`src/include/exec_defines.svh`:
```
/*
 * Global sizing macros for the integer execution cluster:
 * data width, integer pipe latency and data memory depth
 */
`ifndef EXEC_DEFINES_SVH
`define EXEC_DEFINES_SVH

// Data and address width
`define XLEN 32

// Cycles from issue to result on the integer pipe
`define IMUL_LATENCY 3

// Data memory size in 32-bit words, indexed by address bits 9 to 2
`define MEM_WORDS 256

`endif
```
`src/hdl/exec_pkg.sv`:
```
/*
 * Shared types of the execution cluster: unit and op encodings,
 * micro-op, issue slot, result and memory request structs
 */
`include "exec_defines.svh"

package exec_pkg;

  typedef logic [5:0] tag_t;

  typedef enum logic [1:0] {
    FU_NONE, FU_ALU, FU_IMUL, FU_MEM
  } fu_code_t;

  typedef enum logic [3:0] {
    ADD, SUB, AND, OR, XOR, SLL, SRL, SRA, SLT, SLTU
  } alu_op_t;

  // MEM_LD sign-extends, MEM_LDU zero-extends
  typedef enum logic [1:0] {
    MEM_LD, MEM_LDU, MEM_ST
  } mem_type_t;

  typedef enum logic [1:0] {
    MEM_BYTE, MEM_HALF, MEM_WORD
  } mem_size_t;

  typedef struct packed {
    logic              valid;
    tag_t              tag;
    fu_code_t          fu_code;
    alu_op_t           alu_op;
    mem_type_t         mem_type;
    mem_size_t         mem_size;
    logic [`XLEN-1:0]  imm;
  } micro_op_t;

  // One issue slot with its operand values
  typedef struct packed {
    micro_op_t         uop;
    logic [`XLEN-1:0]  in1;
    logic [`XLEN-1:0]  in2;
  } exec_req_t;

  typedef struct packed {
    logic              valid;
    tag_t              tag;
    logic [`XLEN-1:0]  data;
  } result_t;

  typedef struct packed {
    logic              we;
    mem_size_t         size;
    logic [`XLEN-1:0]  addr;
    logic [`XLEN-1:0]  wdata;
  } mem_req_t;

endpackage

```
`src/hdl/int_pipe.sv`:
```
/*
 * Integer pipe pairing the ALU with a multiplier; both results
 * travel through one shift line so every op has the same latency
 */
`timescale 1ns/10ps
`include "exec_defines.svh"

module int_pipe import exec_pkg::*; (
  input             clock,
  input             reset,
  input  exec_req_t issue,
  output result_t   result
);

  logic [`XLEN-1:0] alu_y;
  logic [`XLEN-1:0] product;
  logic             is_alu;
  logic             is_mul;
  result_t          entry;
  result_t          line [`IMUL_LATENCY];

  alu alu_inst (
    .op (issue.uop.alu_op),
    .a  (issue.in1),
    .b  (issue.in2),
    .y  (alu_y)
  );

  // Low half of the product, same bits for signed and unsigned
  assign product = issue.in1 * issue.in2;

  assign is_alu = issue.uop.fu_code == FU_ALU;
  assign is_mul = issue.uop.fu_code == FU_IMUL;

  always_comb begin
    entry.valid = issue.uop.valid && (is_alu || is_mul);
    entry.tag   = issue.uop.tag;
    entry.data  = is_mul ? product : alu_y;
  end

  always_ff @(posedge clock) begin
    if (reset) begin
      for (int i = 0; i < `IMUL_LATENCY; i++) begin
        line[i] <= '0;
      end
    end else begin
      line[0] <= entry;
      for (int i = 1; i < `IMUL_LATENCY; i++) begin
        line[i] <= line[i-1];
      end
    end
  end

  assign result = line[`IMUL_LATENCY-1];

endmodule

```
`src/hdl/alu.sv`:
```
/*
 * Combinational integer ALU: add, sub, logic ops, shifts
 * and signed/unsigned set-less-than
 */
`timescale 1ns/10ps
`include "exec_defines.svh"

module alu import exec_pkg::*; (
  input  alu_op_t           op,
  input  [`XLEN-1:0]        a,
  input  [`XLEN-1:0]        b,
  output logic [`XLEN-1:0]  y
);

  logic [4:0] shamt;

  // Only the low five bits of b count as shift amount
  assign shamt = b[4:0];

  always_comb begin
    case (op)
      ADD:  y = a + b;
      SUB:  y = a - b;
      AND:  y = a & b;
      OR:   y = a | b;
      XOR:  y = a ^ b;
      SLL:  y = a << shamt;
      SRL:  y = a >> shamt;
      SRA:  y = $signed(a) >>> shamt;
      SLT: begin
        y = '0;
        y[0] = $signed(a) < $signed(b);
      end
      SLTU: begin
        y = '0;
        y[0] = a < b;
      end
      default: y = '0;
    endcase
  end

endmodule

```
`config.mk`:
```
export PLATFORM = sky130hd
export DESIGN_NAME = int_pipe
export DESIGN_NICKNAME = d
export VERILOG_FILES = /design/src/hdl/exec_pkg.sv /design/src/hdl/int_pipe.sv /design/src/hdl/alu.sv
export VERILOG_INCLUDE_DIRS = /design/src /design/src/include
export SDC_FILE = /design/constraint.sdc
export NUM_CORES = 2
export LEC_CHECK = 0
export BUFFER_PORTS_ARGS = -buffer_cell sky130_fd_sc_hd__buf_4
export CAP_MARGIN = 20
export CORE_UTILIZATION = 50
export CTS_CLUSTER_DIAMETER = 120
export DETAILED_ROUTE_END_ITERATION = 10
export MAX_ROUTING_LAYER = met4
export PLACE_DENSITY = 0.65
export SETUP_SLACK_MARGIN = 0.5
export SLEW_MARGIN = 30
export SYNTH_ARGS = -nofsm -noshare
export SYNTH_HDL_FRONTEND = slang
export SYNTH_SLANG_ARGS = --single-unit
```
`constraint.sdc`:
```
create_clock -name clock -period 10.5 [get_ports clock]
set_clock_uncertainty 0.05 [all_clocks]
set_input_delay 0 -clock clock [delete_from_list [all_inputs] [get_ports clock]]
set_output_delay 0 -clock clock [all_outputs]
set_load 0.02 [all_outputs]
```
==> run metrics <==
Core Area 0.0528 mm2; Worst R2R Setup Slack 9.86 ns; Via density 6.38; CP startpoint issue[44]; Max clock buf depth 2; Post-synth EDFFs 0; max FFs per register 117; Synth area leader fa_1; synth top area cells fa_1 31%, ha_1 10%, dfxtp_1 8.7%, nor2_1 6.7%, inv_1 6.4%; Cells after Synth 3216; Num CTS Buffers 17; DRT Wirelength 114000 um; Mapped Nets 3962; area share of the largest cell type after synthesis 30.6%; die width 234 um; Netlist cell types 89; CP peak stage delay 0.55 ns; GR Layer Usage met1 54.5%; Arr. time, crit path 8.49 ns; worst min-delay path startpoint issue[100]; global-route usage over all layers 43.8%; die area 0.0546 mm2; Post-synth top cells 478 x nor2_1, 454 x inv_1, 410 x fa_1; f_max 122 MHz; final hold vios 0; share of layout cells above drive strength 1 9.16%; number of buffers added on ports 117; R2R cell count 1; largest register by flop count line; worst slew pin tran 1.00 ns; setup TNS 0 ns; vias post-DR 24700; Hold WC Path Type input pin to flip-flop; startpoint types input pin; fin crit share 78.1%; vias in the first global route 24800; failing checks DRC; max cap viols 0; most numerous cell in the Yosys netlist nor2_1; unrepaired setup endpoints after global routing no; worst r2r src line[0][45]$_SDFF_PP0_; post-synthesis register bit count 117; # H-tree levels 4; clock sink count 117; post-CTS sizing 0; DPL Wire Length 85700 um; first-pass GRT wire length 166000 um; most used cell, CP fa_1; CTS root buffer clkbuf_16; M3 GR Usage 9.52%; # nets final 3911; Synth async-reset ratio 0%; Post-synth top flop dfxtp_1; # rows 84; pin count of the biggest net entering global routing 96; I/O pin total 154; Post-Syn Area 0.0268 mm2; Fillers 4968; Crit-path slowest cell xnor2_1; GR Util met2 64.3%; Buf/Inv on CP 6; critical path endpoint line[0][31]$_SDFF_PP0_; crit path kind input pin to flip-flop; Syn Area/Cell 8.34 um2; Initial Util 50.8%; remaining global-route overflow 0; Final GP Congestion 1.09; TritonCTS clock tree done; # DRC 60; final setup vio count 0; biggest regs line x117; starting DRC count in detailed routing 2524; Crit path required time 10.78 ns; CP Max Fanout 17; busiest grt layer met2; Tmin final 8.21 ns; synth warn 0; Die Y 234 um; Worst-Skew Late Latency 0.40 ns; wire per inst 29.5 um; Slew Limit Fails 0; Max-slew headroom 33.2%; outcome finished with violations; CP Depth 25; antenna violations before repair 2; Seq/Total Area, Yosys 8.73%; antenna viol nets, final 0; CTS clk-pin slew, worst paths 0.05 ns; Crit. End Element flip-flop; r2r endpoint line[0][84]$_SDFF_PP0_; synthesis-to-finish area growth 5.99%; Pre-antenna DRT Iters 9; Top delay family on crit path adder cells
## cell families (layout without fill, tap and decap cells)
kind of cell,Yosys count,count (layout),share of synthesized area (%)
AO/OA/AOI/OAI,549,549,13.6
XOR/XNOR,97,97,3.17
adder cells (fa/ha/maj),631,631,40.9
buffers and inverters,716,678,11.0
flip-flops,117,117,8.73
multiplexers,95,95,6.45
other,0,2,0
AND/OR/NAND/NOR,1011,1011,16.1
## stage by stage
step	setup slack (ns)	std cells	instance area (um2)	hold slack [ns]	utilization, %
finish	2.29	3868	28400	0.202	53.9
CTS	2.61	3866	28400	0.168	53.9
global placement	2.30	3824	27700	0.164	52.5
detailed placement	2.17	3824	27700	0.167	52.6
global route	2.07	3866	28400	0.193	53.9
floorplan	2.54	3216	26800	0.0782	-
## routing by layer
| metal | up-vias | wire length (um) |
|---|---|---|
| met3 | 389 | 12400 |
| met5 | - | 0 |
| met2 | 1638 | 49900 |
| li1 | 10300 | - |
| met1 | 12400 | 43600 |
| met4 | 0 | 8380 |
## cell usage in the layout (no fill, tap or decap), types with 27 or more instances in the layout
cell type,synthesis,routed
fa_1,410,410
nor3_1,39,39
dfxtp_1,117,117
a22oi_1,27,27
xnor2_1,73,73
a21oi_1,153,153
a21o_1,30,30
nor2_1,478,476
inv_1,454,451
o21ai_0,115,114
ha_1,221,221
mux4_2,62,62
nand2_1,306,305
buf_4,45,162
mux2i_1,30,30
nor2b_1,91,91
## area by class of cell
type                    instances  area [um2]  area share (%)
repair buffers                172        1320            4.63
clock inverters                11         128           0.449
diodes                          2        5.00          0.0176
clock buffers                  21         460            1.62
flip-flops and latches        117        2340            8.24
well taps                     688         861            3.03
inverters                     474        1780            6.27
multi-input cells            2383       21500            75.7
## how the worst min path moves through the flow
| stage | cells past startpoint | slack, ns | endpoint |
|---|---|---|---|
| 5_1_grt | 2 | 0.19 | line[0][0]$_SDFF_PP0_ |
| 4_1_cts | 2 | 0.17 | line[0][0]$_SDFF_PP0_ |
| 2_1_floorplan | 1 | 0.08 | line[0][32]$_SDFF_PP0_ |
| 3_3_place_gp | 2 | 0.16 | line[0][34]$_SDFF_PP0_ |
| 3_5_place_dp | 2 | 0.17 | line[0][32]$_SDFF_PP0_ |
| 6_report | 2 | 0.20 | line[0][0]$_SDFF_PP0_ |
## timing repair
item / CTS / global route
setup buffers: 0 / 0
endpoints found under the hold margin: 14 / 0
hold buffers: 10 / 0
Power is left out: the tool's default activity adds up to more than one toggle a clock period on the data nets, which glitch-free logic cannot reach.
