--- src/include/exec_defines.svh ---
/*
 * Global sizing macros for the integer execution cluster:
 * data width, integer pipe latency and data memory depth
 */
`ifndef EXEC_DEFINES_SVH
`define EXEC_DEFINES_SVH

// Data and address width
`define XLEN 32

// Cycles from issue to result on the integer pipe
`define IMUL_LATENCY 3

// Data memory size in 32-bit words, indexed by address bits 9 to 2
`define MEM_WORDS 256

`endif
--- src/hdl/exec_pkg.sv ---
/*
 * Shared types of the execution cluster: unit and op encodings,
 * micro-op, issue slot, result and memory request structs
 */
`include "exec_defines.svh"

package exec_pkg;

  typedef logic [5:0] tag_t;

  typedef enum logic [1:0] {
    FU_NONE, FU_ALU, FU_IMUL, FU_MEM
  } fu_code_t;

  typedef enum logic [3:0] {
    ADD, SUB, AND, OR, XOR, SLL, SRL, SRA, SLT, SLTU
  } alu_op_t;

  // MEM_LD sign-extends, MEM_LDU zero-extends
  typedef enum logic [1:0] {
    MEM_LD, MEM_LDU, MEM_ST
  } mem_type_t;

  typedef enum logic [1:0] {
    MEM_BYTE, MEM_HALF, MEM_WORD
  } mem_size_t;

  typedef struct packed {
    logic              valid;
    tag_t              tag;
    fu_code_t          fu_code;
    alu_op_t           alu_op;
    mem_type_t         mem_type;
    mem_size_t         mem_size;
    logic [`XLEN-1:0]  imm;
  } micro_op_t;

  // One issue slot with its operand values
  typedef struct packed {
    micro_op_t         uop;
    logic [`XLEN-1:0]  in1;
    logic [`XLEN-1:0]  in2;
  } exec_req_t;

  typedef struct packed {
    logic              valid;
    tag_t              tag;
    logic [`XLEN-1:0]  data;
  } result_t;

  typedef struct packed {
    logic              we;
    mem_size_t         size;
    logic [`XLEN-1:0]  addr;
    logic [`XLEN-1:0]  wdata;
  } mem_req_t;

endpackage

--- src/hdl/mem_arbiter.sv ---
/*
 * Round-robin arbiter joining two load/store pipes onto the
 * data memory over four-phase req/ack links
 */
`timescale 1ns/10ps
`include "exec_defines.svh"

module mem_arbiter import exec_pkg::*; (
  input                    clock,
  input                    reset,
  input                    req0,
  input  mem_req_t         mem_req0,
  output logic             ack0,
  output logic [`XLEN-1:0] rdata0,
  input                    req1,
  input  mem_req_t         mem_req1,
  output logic             ack1,
  output logic [`XLEN-1:0] rdata1,
  output mem_req_t         mem_req,
  output logic             req,
  input                    ack,
  input  [`XLEN-1:0]       rdata
);

  logic [1:0] grant;
  logic       last;
  logic       pick;

  // On a tie the pipe not granted last wins
  assign pick = (req0 && req1) ? ~last : req1;

  always_ff @(posedge clock) begin
    if (reset) begin
      grant <= 2'b00;
      last  <= 1'b0;
    end else if (grant == 2'b00) begin
      if (req0 || req1) begin
        grant <= pick ? 2'b10 : 2'b01;
        last  <= pick;
      end
    end else if (!req && !ack) begin
      // Transfer closed, both req and ack back low
      grant <= 2'b00;
    end
  end

  assign mem_req = grant[1] ? mem_req1 : mem_req0;
  assign req     = (grant[0] && req0) || (grant[1] && req1);

  assign ack0   = grant[0] && ack;
  assign ack1   = grant[1] && ack;
  assign rdata0 = grant[0] ? rdata : '0;
  assign rdata1 = grant[1] ? rdata : '0;

endmodule

--- config.mk ---
export PLATFORM = sky130hd
export DESIGN_NAME = mem_arbiter
export DESIGN_NICKNAME = d
export VERILOG_FILES = /design/src/hdl/exec_pkg.sv /design/src/hdl/mem_arbiter.sv
export VERILOG_INCLUDE_DIRS = /design/src /design/src/include
export SDC_FILE = /design/constraint.sdc
export NUM_CORES = 1
export LEC_CHECK = 0
export BUFFER_PORTS_ARGS = -buffer_cell sky130_fd_sc_hd__buf_2
export CORE_AREA = 2 2 118 120
export DETAILED_ROUTE_END_ITERATION = 12
export DIE_AREA = 0 0 120 122
export GPL_TIMING_DRIVEN = 0
export MAX_ROUTING_LAYER = met4
export PLACE_DENSITY = 0.42
export SYNTH_ARGS = -nofsm -noshare
export SYNTH_HDL_FRONTEND = slang
export SYNTH_SLANG_ARGS = --single-unit
--- constraint.sdc ---
create_clock -name clock -period 1.15 [get_ports clock]
set_clock_uncertainty 0.05 [all_clocks]
set_input_delay 0.115 -clock clock [delete_from_list [all_inputs] [get_ports clock]]
set_output_delay 0.115 -clock clock [all_outputs]
set_load 0.02 [all_outputs]
==> flow_metrics.tcl, run 1 <==
set metrics [dict create \
    outcome "complete, but fails checks" \
    failed_checks "negative setup slack" \
    crit_family "buffers and inverters" \
    ctsHoldBuffers 0 \
    rsz0062_at_grt "yes" \
    seq_area_frac_synth_pct 4.22 \
    antennaDiodeCount 0 \
    grt.met3_usage_pct 1.31 \
    drt-pass1-iter-count 4 \
    drive_gt1_share_pct 96.5 \
    final_area_um2 4250 \
    min_period_ns 1.54 \
    criticalPathCategory "flop to primary output" \
    cts_root_buffer "clkbuf_16" \
    yosysWarnings 0 \
    arrival_ns 1.37 \
    synth-seq-cells 3 \
    hold_path_class "input pin to flop" \
    syn_avg_cell_area_um2 8.48 \
    fin_ws_ns -0.387 \
    place_congestion 0.825 \
    wirelength_um 9310 \
    grt_max_degree 11 \
    crit_buf_inv 3 \
    path_cells "buf_12 -> buf_8 -> mux2_2 -> buf_2" \
    endpoint_kind "primary output" \
    cts_tree "yes" \
    vias 2498 \
    cts_sinks 3 \
    coreArea_um2 13500 \
    slew_violations 0 \
    area_delta_synth_final_pct 198 \
    htreeDepth 1 \
    grt_overflow 0 \
    top_usage_layer "met2" \
    initial_core_util_pct 10.5 \
    vias_per_cell 3.76 \
    ios 305 \
    drt_iter0_drc 37 \
    synth_fp_nets 339 \
    grtUsageMet1_pct 12.7 \
    antenna_found_initial 0 \
    max_freq_mhz 650 \
    finalSetupViolCount 137 \
    ctsLongestPathBuffers 2 \
    die_y_um 122 \
    numCtsBuffers 3 \
    layout_commonest_cell "buf_2" \
    port_buffers 304 \
    crit_slowest_cell "mux2_2" \
    cp_max_fo 10 \
    postSynthCellCount 168 \
    ant_nets 0 \
    synth_cell_types 17 \
    worst_slew_pin_slew_ns 0.175 \
    worstPathRequired_ns 0.99 \
    power_mw 2.89 \
    finalCritPeriodShare_pct 134 \
    fin_util_pct 31.4 \
    die_x_um 120 \
    num_rows 43 \
    post-dp-hpwl_um 7430 \
    final-hold-violation-count 0 \
    startpoint_type "flop" \
    layout_common_cells "buf_2, buf_6, and2_4" \
    drcViolationCount 0 \
    dieArea_um2 14600 \
    synth_area_um2 1420 \
    clk_pin_slew_ns 0.03 \
    cp_slowest_stage_delay_ns 0.34 \
    grt_use_met2_pct 18.8 \
    insertion_delay_ns 0.22 \
    grtUsageTotal_pct 10.4 \
    grt_pass1_vias 2340 \
    max_cap_violations 0 \
    slew_headroom_pct 88.3 \
    hold_slack_ns 0.0396 \
    p_leak_nw 2.24 \
    nets 657 \
    peakVddDrop_uv 753 \
    r2r_slack_ns -0.12 \
    routedWlPerCell_um 14.0 \
    grt_pass1_wl_um 12100 \
    placed_area_um2 3170 \
    powerDensity_nw_per_um2 680 \
]
## synthesized netlist by cell type
cell type  number  share of area, %
nor3_1          2              0.70
buf_2           2              0.70
buf_4           6               3.2
a22o_1          1              0.62
nand2b_1        1              0.44
a21oi_1         4               1.4
clkbuf_1        3              0.79
inv_1           2              0.53
clkbuf_2        3               1.1
dfxtp_1         3               4.2
mux2_2         67                53
a21o_1          2               1.1
buf_6           2               1.6
nor3b_1         1              0.53
o32a_1          1              0.70
and2_1         66                29
nor2_1          2              0.53
## cell families after synthesis
group                  after synthesis  synth area share (%)
AOI/OAI and AO/OA                    8                  3.78
and+or+nand+nor                     72                  31.2
muxes                               67                  53.0
buffers and inverters               18                  7.82
DFF                                  3                  4.22
## registers in the layout, indices dropped and copies added, names as in the netlist
| signal | count |
|---|---|
| last | 1 |
| grant | 2 |
## area by class of cell
type	instances	area, um^2
Multi-Input combinational cell	147	1480
Tap cell	180	225
Inverter	2	7.51
Timing Repair Buffer	313	2120
Fill cell	1435	9260
Sequential cell	3	65.1
Clock buffer	4	78.8
Buffer	16	267
## where the power goes
group / internal, mW / total, mW / switching (mW)
Clock: 0.458 / 0.556 / 0.0987
Combinational: 1.19 / 2.20 / 1.01
Sequential: 0.115 / 0.134 / 0.0188
Total: 1.76 / 2.89 / 1.13
## stage by stage
step,setup WS (ns),setup TNS (ns),instances
after detailed placement,-0.225,-20.01,652
after CTS,-0.405,-37.18,665
after global placement,-0.219,-18.93,652
after global routing,-0.426,-40.06,665
final,-0.387,-34.74,665
after floorplan,-0.000656,-0.00197,168
## what timing repair did
action / 4_1_cts / 5_1_grt
pin swaps: 2 / 3
gates cloned: 4 / 0
resized for setup: 172 / 126
buffers inserted: 5 / 1
setup endpoints to repair: 134 / 137
## layer usage
| metal | vias to the layer above | part of all wire [%] |
|---|---|---|
| li1 | 1206 | - |
| met1 | 1168 | 38 |
| met2 | 118 | 55 |
| met3 | 6 | 6.6 |
| met4 | 0 | 0.70 |
| met5 | - | 0 |
## final timing paths
path	to	cells after the start	start
setup / recovery	mem_req[37]	4	grant[1]
hold reg to reg	last	3	last
setup reg to reg	last	6	grant[1]
hold / removal	grant[1]	2	reset
Note: power is estimated with default switching activity, not from simulation.
==> inputs of run 2 (changes only) <==
Settings changed: CORE_AREA 2 2 118 120 to 2 2 120 122, DIE_AREA 0 0 120 122 to 0 0 122 124, PLACE_DENSITY 0.42 to 0.39, SLEW_MARGIN from default to 0.
Clock period 1.15 ns to 1.6 ns, I/O delays scaled along.
==> run 2 against run 1 <==
Effect of this change: sequential share of layout area up 0.32 points; final area down 22%; the flow now finishes without violations; die area up 3.3%; highest routed layer is now met3; total power down 41%; critical path type unchanged.
==> flow_metrics.tcl, run 2 (synthesized netlist as in run 1, its figures left out) <==
set metrics [dict create \
    outcome "finished, final reports clean" \
    crit_slowest_cell "mux2_2" \
    slew_headroom_pct 78.2 \
    grt_max_degree 11 \
    hp-start "reset" \
    criticalPathCategory "flop to primary output" \
    grt_overflow 0 \
    arrival_ns 1.37 \
    cts_sinks 3 \
    routedWlPerCell_um 12.9 \
    rsz0062_at_grt "yes" \
    powerDensity_nw_per_um2 511 \
    slew_violations 0 \
    antennaDiodeCount 0 \
    ctsLongestPathBuffers 2 \
    vias_per_cell 3.61 \
    postCtsSetupRepairBufs 0 \
    nets 648 \
    fin_util_pct 24.2 \
    cp_max_fo 10 \
    grtUsageTotal_pct 9.07 \
    r2r_start "grant[1]" \
    insertion_delay_ns 0.22 \
    endpoint_kind "primary output" \
    r2r_cells 5 \
    coreArea_um2 13700 \
    min_period_ns 1.58 \
    startpoint_type "flop" \
    die_x_um 122 \
    place_congestion 0.820 \
    grt_pass1_vias 2043 \
    num_rows 43 \
    antenna_found_initial 0 \
    die_y_um 124 \
    htreeDepth 1 \
    p_leak_nw 1.92 \
    cts_root_buffer "clkbuf_16" \
    dieArea_um2 15100 \
    post-dp-hpwl_um 7520 \
    largest_register_ffs 2 \
    path_cells "buf_12 -> buf_8 -> mux2_2 -> buf_4" \
    drive_gt1_share_pct 81.7 \
    layout_commonest_cell "buf_2" \
    r2r_end "last" \
    max_cap_violations 0 \
    initial_core_util_pct 10.4 \
    cts_tree "yes" \
    totalNegativeSetupSlack_ns 0 \
    ios 305 \
    cts-resized-gates 18 \
    worst_slew_pin_slew_ns 0.327 \
    max_freq_mhz 634 \
    top_regs "grant x2, last x1" \
    min_to "last" \
    hold_path_class "input pin to flop" \
    r2r_slack_ns 0.45 \
    worstHoldPathCells 2 \
    ant_nets 0 \
    drt-pass1-iter-count 3 \
    numCtsBuffers 3 \
    worstPathRequired_ns 1.39 \
    final_area_um2 3320 \
    drt_iter0_drc 50 \
    peakVddDrop_uv 226 \
    finalSetupViolCount 0 \
    finalCritPeriodShare_pct 98.6 \
    grt_pass1_wl_um 10500 \
    cp_slowest_stage_delay_ns 0.35 \
    clk_pin_slew_ns 0.03 \
    ctsHoldBuffers 0 \
    final-hold-violation-count 0 \
    drcViolationCount 0 \
    layout_common_cells "buf_2, mux2_2, and2_1" \
    port_buffers 304 \
    wirelength_um 8440 \
    largest-register "grant" \
    vias 2365 \
    placed_area_um2 3170 \
    area_delta_synth_final_pct 133 \
]
-- run 2: routing by layer --
layer	global-route usage, %	vias to the layer above	wire, um
met2	17.6	110	4620
met1	10.5	1065	3160
met4	0.647	0	0
met3	0.962	0	657
li1	-	1190	-
met5	-	-	0
-- run 2: critical path, delay by kind of cell, from the launching register on --
family,cells,cell delay [ns]
buf+inv,3,0.45
mux,1,0.35
flops,1,0.33
-- run 2: area by class of cell --
class                      count  area, um^2
buffer                        16         166
sequential                     3        61.3
inverter                       2        7.51
clock buffer                   4        78.8
fill                        1554       10400
tap                          180         225
multi-input combinational    147        1250
timing repair buffer         304        1520
-- run 2: metrics by stage --
| step | setup WS, ns | hold WS (ns) | power, mW | cells |
|---|---|---|---|---|
| finish | 0.0223 | 0.0794 | 1.69 | 656 |
| CTS | -0.00445 | 0.0760 | 1.72 | 656 |
| global placement | 0.140 | 0.306 | 1.28 | 652 |
| floorplan | 0.404 | 0.182 | 0.786 | 168 |
| detailed placement | 0.129 | 0.306 | 1.28 | 652 |
| global route | -0.0198 | 0.0829 | 1.80 | 656 |
-- run 2: worst max path at each step --
stage	to	cells past startpoint	slack, ns	startpoint
global placement	mem_req[28]	4	0.14	grant[1]
finish	mem_req[43]	4	0.02	grant[1]
floorplan	mem_req[63]	3	0.40	grant[1]
CTS	mem_req[28]	4	-0.004	grant[1]
global route	mem_req[13]	4	-0.02	grant[1]
detailed placement	mem_req[28]	4	0.13	grant[1]
-- run 2: power by group --
| group | switching [mW] | total [mW] | internal [mW] |
|---|---|---|---|
| logic | 0.641 | 1.21 | 0.573 |
| clock network | 0.0634 | 0.392 | 0.328 |
| registers | 0.00568 | 0.0883 | 0.0826 |
==> inputs of run 3 (changes only) <==
Settings changed: ABC_AREA from default to 1, PLACE_DENSITY 0.39 to 0.4.
==> run 3 against run 2 <==
Effect of this change: critical path depth increased by 1; the flow now finishes with violations (negative setup slack); first-iteration DRC count increased by 38%; via count increased by 15%; synthesized cell count increased by 40%; global-route usage increased by 3.0 points; final cell count increased by 12%.
==> flow_metrics.tcl, run 3 <==
set metrics [dict create \
    outcome "complete, but fails checks" \
    failed_checks "negative setup slack" \
    cts_tree "yes" \
    antenna_found_initial 0 \
    htreeDepth 1 \
    antennaDiodeCount 0 \
    ant_nets 0 \
    max_cap_violations 0 \
    stdcell_count 734 \
    power_mw 2.47 \
    ctsLongestPathBuffers 2 \
    synth_area_um2 1480 \
    worstPathRequired_ns 1.39 \
    r2r_cells 6 \
    netlist.area_leader.share_pct 51.0 \
    drive_gt1_share_pct 72.9 \
    async_flop_share_pct 0 \
    worst_slew_pin_slew_ns 0.240 \
    slew_violations 0 \
    drcViolationCount 0 \
    drt-pass1-iter-count 4 \
    top_regs "grant x2, last x1" \
    dieArea_um2 15100 \
    coreArea_um2 13700 \
    grtUsageMet1_pct 13.4 \
    grt_max_degree 11 \
    insertion_delay_ns 0.22 \
    fin_util_pct 29.2 \
    yosysWarnings 0 \
    postSynthCellCount 235 \
    die_y_um 124 \
    synth_cell_types 12 \
    port_buffers 304 \
    finalCritPeriodShare_pct 103 \
    grt_overflow 0 \
    endpoint_kind "primary output" \
    peakVddDrop_uv 275 \
    min_period_ns 1.65 \
    syn_avg_cell_area_um2 6.29 \
    max_freq_mhz 606 \
    nets 726 \
    criticalPathCategory "flop to primary output" \
    hold_path_class "input pin to flop" \
    top_usage_layer "met2" \
    finalSetupViolCount 13 \
    vias_per_cell 3.72 \
    startpoint_type "flop" \
    routedWlPerCell_um 13.9 \
    powerDensity_nw_per_um2 615 \
    cts_root_buffer "clkbuf_16" \
    r2r_slack_ns 0.29 \
    numCtsBuffers 3 \
    seq_area_frac_synth_pct 4.06 \
    cp_max_fo 5 \
    r2r_start "grant[1]" \
    vias 2731 \
    synthTopCellsByArea "mux2_2, nand2_1, inv_1" \
    place_congestion 0.846 \
    clk_pin_slew_ns 0.03 \
    ios 305 \
    p_leak_nw 2.72 \
    synth_fp_nets 406 \
    min_to "grant[1]" \
    synth_ff_type "dfxtp_1" \
    synth-seq-cells 3 \
    fin_ws_ns -0.0495 \
    cts_sinks 3 \
    netlist_top_cells_count "nand2_1, inv_1, mux2_2, buf_4, buf_2" \
    initial_core_util_pct 10.8 \
    num_rows 43 \
    grt_pass1_vias 2663 \
    arrival_ns 1.44 \
    ctsHoldBuffers 0 \
    worstHoldPathCells 2 \
    r2r_end "last" \
    rsz0062_at_grt "yes" \
    final-hold-violation-count 0 \
    synth_most_common_cell "nand2_1" \
    largest_register_ffs 2 \
    grt_pass1_wl_um 13400 \
    grtUsageTotal_pct 12.1 \
    layout_common_cells "buf_2, nand2_1, inv_1" \
    die_x_um 122 \
    area_delta_synth_final_pct 171 \
    drt_iter0_drc 69 \
    dp.cells 719 \
    synth_edf_count 0 \
    hp-start "reset" \
    layout_commonest_cell "buf_2" \
    grt_use_met2_pct 21.8 \
    yosys.area.top_type "mux2_2" \
    post-dp-hpwl_um 8300 \
    wirelength_um 10200 \
    slew_headroom_pct 83.9 \
    largest-register "grant" \
    grt.met3_usage_pct 1.97 \
]
## run 3: layout make-up
type | instances | area [um^2]
plain buffers | 15 | 174
flip-flops and latches | 3 | 63.8
inverters | 68 | 255
multi-input cells | 149 | 1210
well taps | 180 | 225
fillers | 1481 | 9710
repair buffers | 315 | 2000
clock buffers | 4 | 78.8
## run 3: repair_timing
item	in CTS	in global routing
endpoints found under the setup margin	128	125
resized for setup	131	40
cloned	6	0
buffers inserted	9	0
## run 3: cells by family (layout without fill, tap and decap cells)
kind of cell           Yosys count  after routing  synth area share, %
AOI/OAI and AO/OA                5              5                 1.86
buffers and inverters           83            402                 23.4
DFF                              3              3                 4.06
muxes                           67             67                 51.0
and+or+nand+nor                 77             77                 19.6
## run 3: critical path, stage by stage, from the launching register on
cell,delay [ns]
dfxtp_4,0.37
buf_12,0.15
buf_12,0.12
buf_8,0.12
mux2_4,0.31
buf_6,0.14
## run 3: worst max path at each step
stage / depth (start not counted) / end / startpoint / slack (ns)
floorplan: 3 / mem_req[33] / grant[1] / 0.34
global placement: 4 / mem_req[44] / grant[1] / 0.03
detailed placement: 4 / mem_req[35] / grant[1] / -0.02
CTS: 5 / mem_req[48] / grant[1] / -0.11
global route: 5 / mem_req[44] / grant[1] / -0.09
finish: 5 / mem_req[48] / grant[1] / -0.05
## run 3: where the power goes
group          switching, mW  internal [mW]
registers             0.0123         0.0852
logic                  0.976          0.995
clock network         0.0684          0.329
## run 3: per-layer routing
metal / wire, um / vias to the layer above
li1: - / 1339
met2: 5100 / 154
met3: 863 / 12
met1: 4030 / 1226
met4: 227 / 0
met5: 0 / -
## run 3: stage by stage
step / hold WS [ns] / instance area [um^2] / setup TNS, ns / worst slack (ns)
global placement: 0.302 / 3230 / 0 / 0.0259
global route: 0.0800 / 4010 / -1.79 / -0.0894
CTS: 0.0596 / 4000 / -3.03 / -0.112
finish: 0.0679 / 4010 / -0.261 / -0.0495
detailed placement: 0.303 / 3230 / -0.0788 / -0.0245
floorplan: 0.179 / 1480 / 0 / 0.342
