[config.mk]
export PLATFORM = sky130hd
export DESIGN_NAME = mem_pipe
export DESIGN_NICKNAME = d
export VERILOG_FILES = /design/src/hdl/exec_pkg.sv /design/src/hdl/mem_pipe.sv
export VERILOG_INCLUDE_DIRS = /design/src /design/src/include
export SDC_FILE = /design/constraint.sdc
export NUM_CORES = 1
export LEC_CHECK = 0
export BUFFER_PORTS_ARGS = -buffer_cell sky130_fd_sc_hd__buf_2
export CELL_PAD_IN_SITES_DETAIL_PLACEMENT = 0
export CELL_PAD_IN_SITES_GLOBAL_PLACEMENT = 1
export CORE_ASPECT_RATIO = 0.6
export CORE_MARGIN = 2
export CORE_UTILIZATION = 37
export CTS_CLUSTER_SIZE = 24
export DETAILED_ROUTE_END_ITERATION = 7
export PLACE_DENSITY = 0.86
export SETUP_SLACK_MARGIN = 0.2
export SKIP_LAST_GASP = 1
export SYNTH_ARGS = -nofsm -noshare
export SYNTH_HDL_FRONTEND = slang
export SYNTH_SLANG_ARGS = --single-unit
[constraint.sdc]
create_clock -name clock -period 5.7 [get_ports clock]
set_input_delay 0.285 -clock clock [delete_from_list [all_inputs] [get_ports clock]]
set_output_delay 0.285 -clock clock [all_outputs]
set_load 0.05 [all_outputs]
[src/include/exec_defines.svh]
/*
 * Global sizing macros for the integer execution cluster:
 * data width, integer pipe latency and data memory depth
 */
`ifndef EXEC_DEFINES_SVH
`define EXEC_DEFINES_SVH

// Data and address width
`define XLEN 32

// Cycles from issue to result on the integer pipe
`define IMUL_LATENCY 3

// Data memory size in 32-bit words, indexed by address bits 9 to 2
`define MEM_WORDS 256

`endif
[src/hdl/exec_pkg.sv]
/*
 * Shared types of the execution cluster: unit and op encodings,
 * micro-op, issue slot, result and memory request structs
 */
`include "exec_defines.svh"

package exec_pkg;

  typedef logic [5:0] tag_t;

  typedef enum logic [1:0] {
    FU_NONE, FU_ALU, FU_IMUL, FU_MEM
  } fu_code_t;

  typedef enum logic [3:0] {
    ADD, SUB, AND, OR, XOR, SLL, SRL, SRA, SLT, SLTU
  } alu_op_t;

  // MEM_LD sign-extends, MEM_LDU zero-extends
  typedef enum logic [1:0] {
    MEM_LD, MEM_LDU, MEM_ST
  } mem_type_t;

  typedef enum logic [1:0] {
    MEM_BYTE, MEM_HALF, MEM_WORD
  } mem_size_t;

  typedef struct packed {
    logic              valid;
    tag_t              tag;
    fu_code_t          fu_code;
    alu_op_t           alu_op;
    mem_type_t         mem_type;
    mem_size_t         mem_size;
    logic [`XLEN-1:0]  imm;
  } micro_op_t;

  // One issue slot with its operand values
  typedef struct packed {
    micro_op_t         uop;
    logic [`XLEN-1:0]  in1;
    logic [`XLEN-1:0]  in2;
  } exec_req_t;

  typedef struct packed {
    logic              valid;
    tag_t              tag;
    logic [`XLEN-1:0]  data;
  } result_t;

  typedef struct packed {
    logic              we;
    mem_size_t         size;
    logic [`XLEN-1:0]  addr;
    logic [`XLEN-1:0]  wdata;
  } mem_req_t;

endpackage

[src/hdl/mem_pipe.sv]
/*
 * Load/store pipe: address generation, store lane placement,
 * four-phase request FSM and load extension
 */
`timescale 1ns/10ps
`include "exec_defines.svh"

module mem_pipe import exec_pkg::*; (
  input                    clock,
  input                    reset,
  input  exec_req_t        issue,
  output result_t          result,
  output logic             busy,
  output mem_req_t         mem_req,
  output logic             req,
  input                    ack,
  input  [`XLEN-1:0]       rdata
);

  typedef enum logic [1:0] {S_IDLE, S_REQ, S_RELEASE} state_t;

  state_t           state;
  logic             accept;
  logic [`XLEN-1:0] addr;
  logic [`XLEN-1:0] lane_data;
  logic [`XLEN-1:0] shifted;
  logic [`XLEN-1:0] ld_data;
  mem_type_t        type_q;
  logic             res_valid;
  tag_t             res_tag;
  logic [`XLEN-1:0] res_data;

  assign accept = issue.uop.valid && issue.uop.fu_code == FU_MEM && state == S_IDLE;
  assign addr   = issue.in1 + issue.uop.imm;

  // Store data moved onto the lanes it is written to
  always_comb begin
    case (issue.uop.mem_size)
      MEM_BYTE: lane_data = {{(`XLEN-8){1'b0}}, issue.in2[7:0]} << {addr[1:0], 3'b000};
      MEM_HALF: lane_data = {{(`XLEN-16){1'b0}}, issue.in2[15:0]} << {addr[1], 4'b0000};
      default:  lane_data = issue.in2;
    endcase
  end

  // Pick the addressed part of the word and extend it
  always_comb begin
    shifted = rdata >> {mem_req.addr[1:0], 3'b000};
    case (mem_req.size)
      MEM_BYTE: ld_data = (type_q == MEM_LD) ? {{(`XLEN-8){shifted[7]}}, shifted[7:0]}
                                             : {{(`XLEN-8){1'b0}}, shifted[7:0]};
      MEM_HALF: ld_data = (type_q == MEM_LD) ? {{(`XLEN-16){shifted[15]}}, shifted[15:0]}
                                             : {{(`XLEN-16){1'b0}}, shifted[15:0]};
      default:  ld_data = rdata;
    endcase
  end

  always_ff @(posedge clock) begin
    if (reset) begin
      state     <= S_IDLE;
      res_valid <= 1'b0;
    end else begin
      res_valid <= 1'b0;
      case (state)
        S_IDLE:    if (accept) state <= S_REQ;
        S_REQ:     if (ack) state <= S_RELEASE;
        S_RELEASE: begin
          // Done once the responder has dropped ack
          if (!ack) begin
            state     <= S_IDLE;
            res_valid <= 1'b1;
          end
        end
        default:   state <= S_IDLE;
      endcase
    end
  end

  always_ff @(posedge clock) begin
    if (accept) begin
      mem_req.we    <= issue.uop.mem_type == MEM_ST;
      mem_req.size  <= issue.uop.mem_size;
      mem_req.addr  <= addr;
      mem_req.wdata <= lane_data;
      type_q        <= issue.uop.mem_type;
      res_tag       <= issue.uop.tag;
    end
    if (state == S_REQ && ack) begin
      res_data <= mem_req.we ? '0 : ld_data;
    end
  end

  assign req    = state == S_REQ;
  assign busy   = state != S_IDLE;
  assign result = '{valid: res_valid, tag: res_tag, data: res_data};

endmodule

==> results of run 1 <==
power groups by stage:
stage / Sequential (mW) / Clock, mW / Combinational (mW)
after floorplan: 1.04 / 0 / 0.238
after global placement: 0.961 / 0 / 0.448
after CTS: 0.943 / 0.639 / 0.454
after global routing: 0.946 / 0.670 / 0.496
final: 0.942 / 0.617 / 0.454
after detailed placement: 0.961 / 0 / 0.452
layout by cell type (no fill, tap or decap), drive strengths merged, types with 4 or more instances in the layout:
cell type and count:
a31oi 4, o211ai 5, and3 6, nor2b 14, edfxtp 107, a21oi 50
nand3 8, nand4 7, xor2 9, inv 17, a21o 29, nor3 14
nand2 52, mux2i 8, buf 253, xnor2 21, clkbuf 10, a22oi 14
a22o 9, o21a 4, ha 31, nor2 50, or3 4, o21bai 6
o21ai 39
worst max path at each step:
stage / start / end / slack [ns] / depth (start not counted)
2_1_floorplan: state[1]$_SDFFE_PP0P_ / state[0]$_SDFFE_PP0P_ / 1.19 / 3
3_3_place_gp: issue[32] / mem_req[56]$_DFFE_PP_ / 2.89 / 12
3_5_place_dp: issue[32] / mem_req[58]$_DFFE_PP_ / 2.88 / 12
4_1_cts: mem_req[32]$_DFFE_PP_ / res_data[17]$_SDFFCE_PP0P_ / 3.08 / 7
5_1_grt: mem_req[32]$_DFFE_PP_ / res_data[17]$_SDFFCE_PP0P_ / 2.74 / 7
6_report: mem_req[33]$_DFFE_PP_ / res_data[17]$_SDFFCE_PP0P_ / 3.09 / 6
flip-flops by register name, indices dropped and copies added (netlist names):
register   cells
state          2
res_data      32
res_valid      1
res_tag        6
mem_req       67
type_q         2
area by class of cell:
type	count	area (sq um)	share of cell area [%]
clock buffers	10	229	2.89
multi-input cells	416	2770	34.9
inverters	13	48.8	0.615
repair buffers	253	1270	16.0
flip-flops and latches	110	3270	41.2
clock inverters	6	60.1	0.757
well taps	228	285	3.59
metal layers:
metal  global-route usage, %  routed length [um]  up-vias
met4                    3.27                 108        0
met3                    3.04                1000        9
met5                       0                   0        -
li1                        -                   -     2586
met1                    27.4                8230     2394
met2                    25.9                6930      185
metrics by stage:
step / utilization, % / power, mW / worst slack, ns
after CTS: 48.7 / 2.04 / 3.08
final: 48.7 / 2.01 / 3.09
after floorplan: - / 1.28 / 1.19
after global placement: 46.9 / 1.41 / 2.89
after detailed placement: 46.9 / 1.41 / 2.88
after global routing: 48.7 / 2.11 / 2.74
cells by family after synthesis:
group                      Yosys count  share of synthesized area, %
buffers and inverters               41                          2.80
DFF                                110                          52.7
muxes                                9                          1.47
AOI/OAI and AO/OA                  175                          19.0
xor gates and xnor gates            30                          4.23
adders and majority gates           32                          6.57
and+or+nand+nor                    170                          13.2
==> impl_metrics.env, run 1 <==
export IMPL_placed_area_sq_um=7650
export IMPL_crit_buf_inv=0
export IMPL_io_pins=256
export IMPL_fin_nets=983
export IMPL_grt_pass1_vias=4778
export IMPL_yosys_warnings=0
export IMPL_worst_pin_slew_ns=1.09
export IMPL_wl_per_cell_um=15.7
export IMPL_outcome="complete, no violations"
export IMPL_maxSlewViolCount=0
export IMPL_ff2ff_setup_slack_ns=3.09
export IMPL_min_from="issue[110]"
export IMPL_min_path_cells=1
export IMPL_yosys_most_used_dff="edfxtp_1"
export IMPL_finalSetupTns_ns=0
export IMPL_finalCriticalPeriod_ns=2.61
export IMPL_drive_above_1_share_pct=36.1
export IMPL_cts_hold_buffers=0
export IMPL_end_kind="flop"
export IMPL_grt_pass1_wl_mm=25.1
export IMPL_hpwl_mm=12.7
export IMPL_p_switching_uw=604
export IMPL_cts_path_max_buffers=2
export IMPL_num_vias=5174
export IMPL_whs_ns=0.115
export IMPL_cts_sinks=110
export IMPL_vias_per_cell=4.99
export IMPL_p_seq_share_pct=46.8
export IMPL_power_frac_clock_pct=30.6
export IMPL_insertedDiodeCount=0
export IMPL_clock_root_buffer="clkbuf_16"
export IMPL_max_stage_delay_ns=0.82
export IMPL_detail_route_first_pass_iterations=5
export IMPL_internal_power_mw=1.41
export IMPL_slew_limit_headroom_pct=27.5
export IMPL_cts_resized=0
export IMPL_period_share_pct=45.7
export IMPL_place_congestion=0.816
export IMPL_synth_most_common_cell="edfxtp_1"
export IMPL_io_buffers=251
export IMPL_synth_edff_count=107
export IMPL_syn_area_sq_um=6210
export IMPL_cap_violations=0
export IMPL_coreArea_sq_um=16300
export IMPL_clock_latency_ns=0.34
export IMPL_fin_skew_ns=0.00935
export IMPL_filler_cell_count=1522
export IMPL_synth_commonest_cells="edfxtp_1 (107), nand2_1 (52), nor2_1 (49), a21oi_1 (46), o21ai_0 (36)"
export IMPL_cts_tree="built"
export IMPL_grt_setup_unrepaired="false"
export IMPL_crit_path_top_delay_cell="nor3_2"
export IMPL_initial_utilization_pct=38.1
export IMPL_cts_made_buffers=9
export IMPL_post_cts_buffers=0
export IMPL_comb_power_share_pct=22.5
export IMPL_synth_top_area_cell="edfxtp_1"
export IMPL_placedCellCount=1020
export IMPL_hold_viol_final=0
export IMPL_die_height_um=104
export IMPL_die_area_sq_um=17900
export IMPL_die_w_um=171
export IMPL_ys_types=61
export IMPL_crit_arrival_ns=2.81
export IMPL_grt_overflow=0
export IMPL_crit_type="reg2reg"
export IMPL_worstPathCellList="mux2_2, a21oi_1, nor4_1, nor2_1, nor3_2, a21o_1"
export IMPL_syn_area_per_cell_sq_um=10.9
export IMPL_hold_end="res_tag[4]$_DFFE_PP_"
export IMPL_clk_pin_slew_ns=0.08
export IMPL_synth_cells=567
export IMPL_ys_seq_area_share_pct=52.7
export IMPL_powerDensity_nw_per_um2=254
export IMPL_peakVddDrop_uv=146
export IMPL_synth_async_reset_ratio_pct=0
export IMPL_cellLeakagePower_nw=3.47
export IMPL_fmax_mhz=384
export IMPL_swShare_pct=30.0
export IMPL_rows=36
export IMPL_rr_endpoint="res_data[17]$_SDFFCE_PP0P_"
export IMPL_synth_top_area_share_pct=51.8
export IMPL_postRouteAntennaNets=0
export IMPL_wirelength_mm=16.3
export IMPL_htree_levels=3
export IMPL_hold_path_class="in2reg"
export IMPL_ys_ff_latch=110
export IMPL_cp_top_family="simple AND/OR/NAND/NOR gates"
export IMPL_grt_usage_pct=17.7
export IMPL_final_area_sq_um=7940
export IMPL_synth_fp_nets=747
export IMPL_cp_start_kind="flop"
export IMPL_synth_area_leaders="edfxtp_1 (52%), ha_1 (6.2%), a21oi_1 (3.7%), a21o_1 (3.5%), nand2_1 (3.1%)"
export IMPL_grt_max_degree=77
export IMPL_antenna_found_initial=0
export IMPL_cp_data_required_time_ns=5.91
export IMPL_drt_iter0_markers=393
export IMPL_final_cells=1036
export IMPL_setup_viol=0
export IMPL_drcViolationCount=0
export IMPL_area_growth_pct=27.8
export IMPL_r2r_start="mem_req[33]$_DFFE_PP_"
export IMPL_critPathMaxFanout=16
export IMPL_r2r_cells=6
Power figures use the tool's default switching activity.
==> run 2: changes to the inputs <==
- ABC_AREA: not set -> 1
- CORE_UTILIZATION: 37 -> 32
- PLACE_DENSITY: 0.86 -> 0.81
- clock period: 5.7 -> 2.11 ns (I/O delays scaled with it)
==> impl_metrics.env, run 2 <==
export IMPL_yosys_warnings=0
export IMPL_maxSlewViolCount=0
export IMPL_coreArea_sq_um=22000
export IMPL_powerDensity_nw_per_um2=625
export IMPL_die_area_sq_um=23600
export IMPL_top_register="mem_req"
export IMPL_period_share_pct=85.1
export IMPL_fin_nets=1385
export IMPL_drt_iter0_markers=532
export IMPL_clk_pin_slew_ns=0.08
export IMPL_critPathMaxFanout=24
export IMPL_io_buffers=251
export IMPL_ys_seq_area_share_pct=45.7
export IMPL_mostFrequentLayoutCells="nand2_1 (329), buf_2 (251), inv_1 (168), edfxtp_1 (107), nor2_1 (64)"
export IMPL_crit_arrival_ns=1.92
export IMPL_synth_mux_area_fraction_pct=0
export IMPL_syn_area_sq_um=7170
export IMPL_hold_end="mem_req[19]$_DFFE_PP_"
export IMPL_cap_violations=0
export IMPL_internal_power_mw=3.94
export IMPL_largest_reg_flops=67
export IMPL_grt_overflow=0
export IMPL_reg_top3="mem_req x67, res_data x32, res_tag x6"
export IMPL_r2r_start="mem_req[33]$_DFFE_PP_"
export IMPL_hold_viol_final=0
export IMPL_setup_viol=0
export IMPL_vias_per_cell=4.65
export IMPL_slew_limit_headroom_pct=69.1
export IMPL_detail_route_first_pass_iterations=7
export IMPL_synth_edff_count=107
export IMPL_yosys_area_share_simple_pct=27.1
export IMPL_synth_compound_area_share_pct=8.75
export IMPL_drive_above_1_share_pct=25.8
export IMPL_synth_xor_area_share_pct=1.83
export IMPL_fin_skew_ns=0.00636
export IMPL_grt_usage_pct=19.2
export IMPL_place_congestion=0.849
export IMPL_synth_top_family_by_area="simple AND/OR/NAND/NOR gates"
export IMPL_cts_sinks=110
export IMPL_die_w_um=197
export IMPL_grt_max_degree=77
export IMPL_r2r_cells=8
export IMPL_outcome="complete, no violations"
export IMPL_final_common_cell="nand2_1"
export IMPL_synth_top_area_share_pct=44.8
export IMPL_fmax_mhz=557
export IMPL_synthAdderAreaFrac_pct=5.69
export IMPL_cp_data_required_time_ns=2.24
export IMPL_htree_levels=3
export IMPL_synth_commonest_cells="nand2_1 (329), inv_1 (168), edfxtp_1 (107), nor2_1 (67), nand3_1 (51)"
export IMPL_area_growth_pct=29.6
export IMPL_initial_utilization_pct=32.5
export IMPL_p_switching_mw=1.87
export IMPL_cp_start_kind="flop"
export IMPL_drcViolationCount=0
export IMPL_synth_top_area_cell="edfxtp_1"
export IMPL_whs_ns=0.0256
export IMPL_die_height_um=120
export IMPL_synth_cells=930
export IMPL_comb_power_share_pct=25.1
export IMPL_wl_per_cell_um=15.1
export IMPL_p_seq_share_pct=43.5
export IMPL_ff2ff_setup_slack_ns=0.31
export IMPL_min_from="issue[19]"
export IMPL_synth_most_common_cell="nand2_1"
export IMPL_cellLeakagePower_nw=4.90
export IMPL_worst_pin_slew_ns=0.463
export IMPL_peakVddDrop_uv=372
export IMPL_ys_ff_latch=110
export IMPL_crit_type="reg2reg"
export IMPL_wirelength_mm=22.5
export IMPL_finalCriticalPeriod_ns=1.80
export IMPL_hold_path_class="in2reg"
export IMPL_yosys_most_used_dff="edfxtp_1"
export IMPL_syn_area_per_cell_sq_um=7.71
export IMPL_synth_async_reset_ratio_pct=0
export IMPL_grt_setup_unrepaired="false"
export IMPL_num_vias=6962
export IMPL_io_pins=256
export IMPL_dp_slack_ns=0.0486
export IMPL_rr_endpoint="res_data[17]$_SDFFCE_PP0P_"
export IMPL_clock_root_buffer="clkbuf_16"
export IMPL_postLayoutSetupSlackWorst_ns=0.314
export IMPL_cts_tree="built"
export IMPL_rows=42
export IMPL_power_frac_clock_pct=31.4
export IMPL_grt_pass1_vias=6389
export IMPL_total_power_mw=5.81
export IMPL_cts_made_buffers=9
export IMPL_synth_area_leaders="edfxtp_1 (45%), nand2_1 (17%), inv_1 (8.8%), ha_1 (5.4%), nand3_1 (3.6%)"
export IMPL_min_path_cells=3
export IMPL_swShare_pct=32.2
export IMPL_antenna_found_initial=1
export IMPL_cts_path_max_buffers=2
export IMPL_end_kind="flop"
export IMPL_clock_latency_ns=0.36
export IMPL_ys_types=36
export IMPL_synth_fp_nets=1110
export IMPL_grt_pass1_wl_mm=34.8
export IMPL_postRouteAntennaNets=0
export IMPL_hpwl_mm=17.8
==> run 2: cell count changes after synthesis, sizes merged, moves of 9 or more <==
cell	delta
nand2	+277
inv	+159
nand3	+55
a21o	-28
nor2	+19
a21oi	-18
xnor2	-18
a22oi	-14
nor2b	-14
o22ai	+14
clkbuf	-12
nor3	-10
a22o	-9
==> run 2: worst max-delay path, stage by stage, from the launching register on <==
cell	delay [ns]
edfxtp_1	0.54
inv_2	0.17
o21ai_1	0.14
o22ai_2	0.09
nand3_2	0.06
buf_4	0.31
nand3_1	0.13
nand2_1	0.08
inv_1	0.03
==> run 2: cell families after synthesis <==
family	Yosys count
buffers and inverters	194
adders and majority gates	32
and+or+nand+nor	471
AOI/OAI and AO/OA	108
DFF	110
xor gates and xnor gates	15
==> run 2: what timing repair did <==
item,in CTS,in global routing
hold endpoints to repair,14,0
hold buffers,14,0
endpoints found under the setup margin,0,4
setup buffers,0,2
resized for setup,0,1
==> run 2: final cells by class <==
cell class                      count  area [sq um]
Clock inverter                      6          77.6
Inverter                          172           651
Antenna cell                        1          2.50
Fill cell                        2269         12700
Tap cell                          286           358
Multi-Input combinational cell    626          3130
Timing Repair Buffer              286          1570
Clock buffer                       10           229
Sequential cell                   110          3270
==> run 2: stage by stage <==
stage          utilization (%)  instance area [sq um]  TNS, ns  cells
2_1_floorplan                -                   7190    -6.71    930
3_3_place_gp              40.1                   8820        0   1464
3_5_place_dp              40.1                   8820        0   1464
4_1_cts                   42.1                   9270        0   1494
5_1_grt                   42.2                   9290        0   1496
6_report                  42.2                   9290        0   1497
==> run 2: power groups by stage <==
stage	clock network, mW	logic (mW)	registers, mW
floorplan	0	0.722	2.79
global placement	0	1.41	2.58
detailed placement	0	1.43	2.58
CTS	1.89	1.45	2.53
global route	1.97	1.63	2.54
finish	1.82	1.46	2.53
==> run 2: worst max path at each step <==
stage                           from                    endpoint  slack (ns)
2_1_floorplan  state[1]$_SDFFE_PP0P_        mem_req[0]$_DFFE_PP_       -0.09
3_3_place_gp               issue[32]       mem_req[60]$_DFFE_PP_        0.10
3_5_place_dp               issue[32]       mem_req[60]$_DFFE_PP_        0.05
4_1_cts        mem_req[33]$_DFFE_PP_   res_data[0]$_SDFFCE_PP0P_        0.24
5_1_grt        mem_req[33]$_DFFE_PP_  res_data[19]$_SDFFCE_PP0P_        0.22
6_report       mem_req[33]$_DFFE_PP_  res_data[17]$_SDFFCE_PP0P_        0.31
==> run 2: routing by layer <==
layer	up-vias	share of wire, %	track usage (%)
met1	3153	52	30.0
met3	12	9.0	5.90
met5	-	0	0
met2	266	38	25.7
met4	0	0.58	2.91
li1	3531	-	-
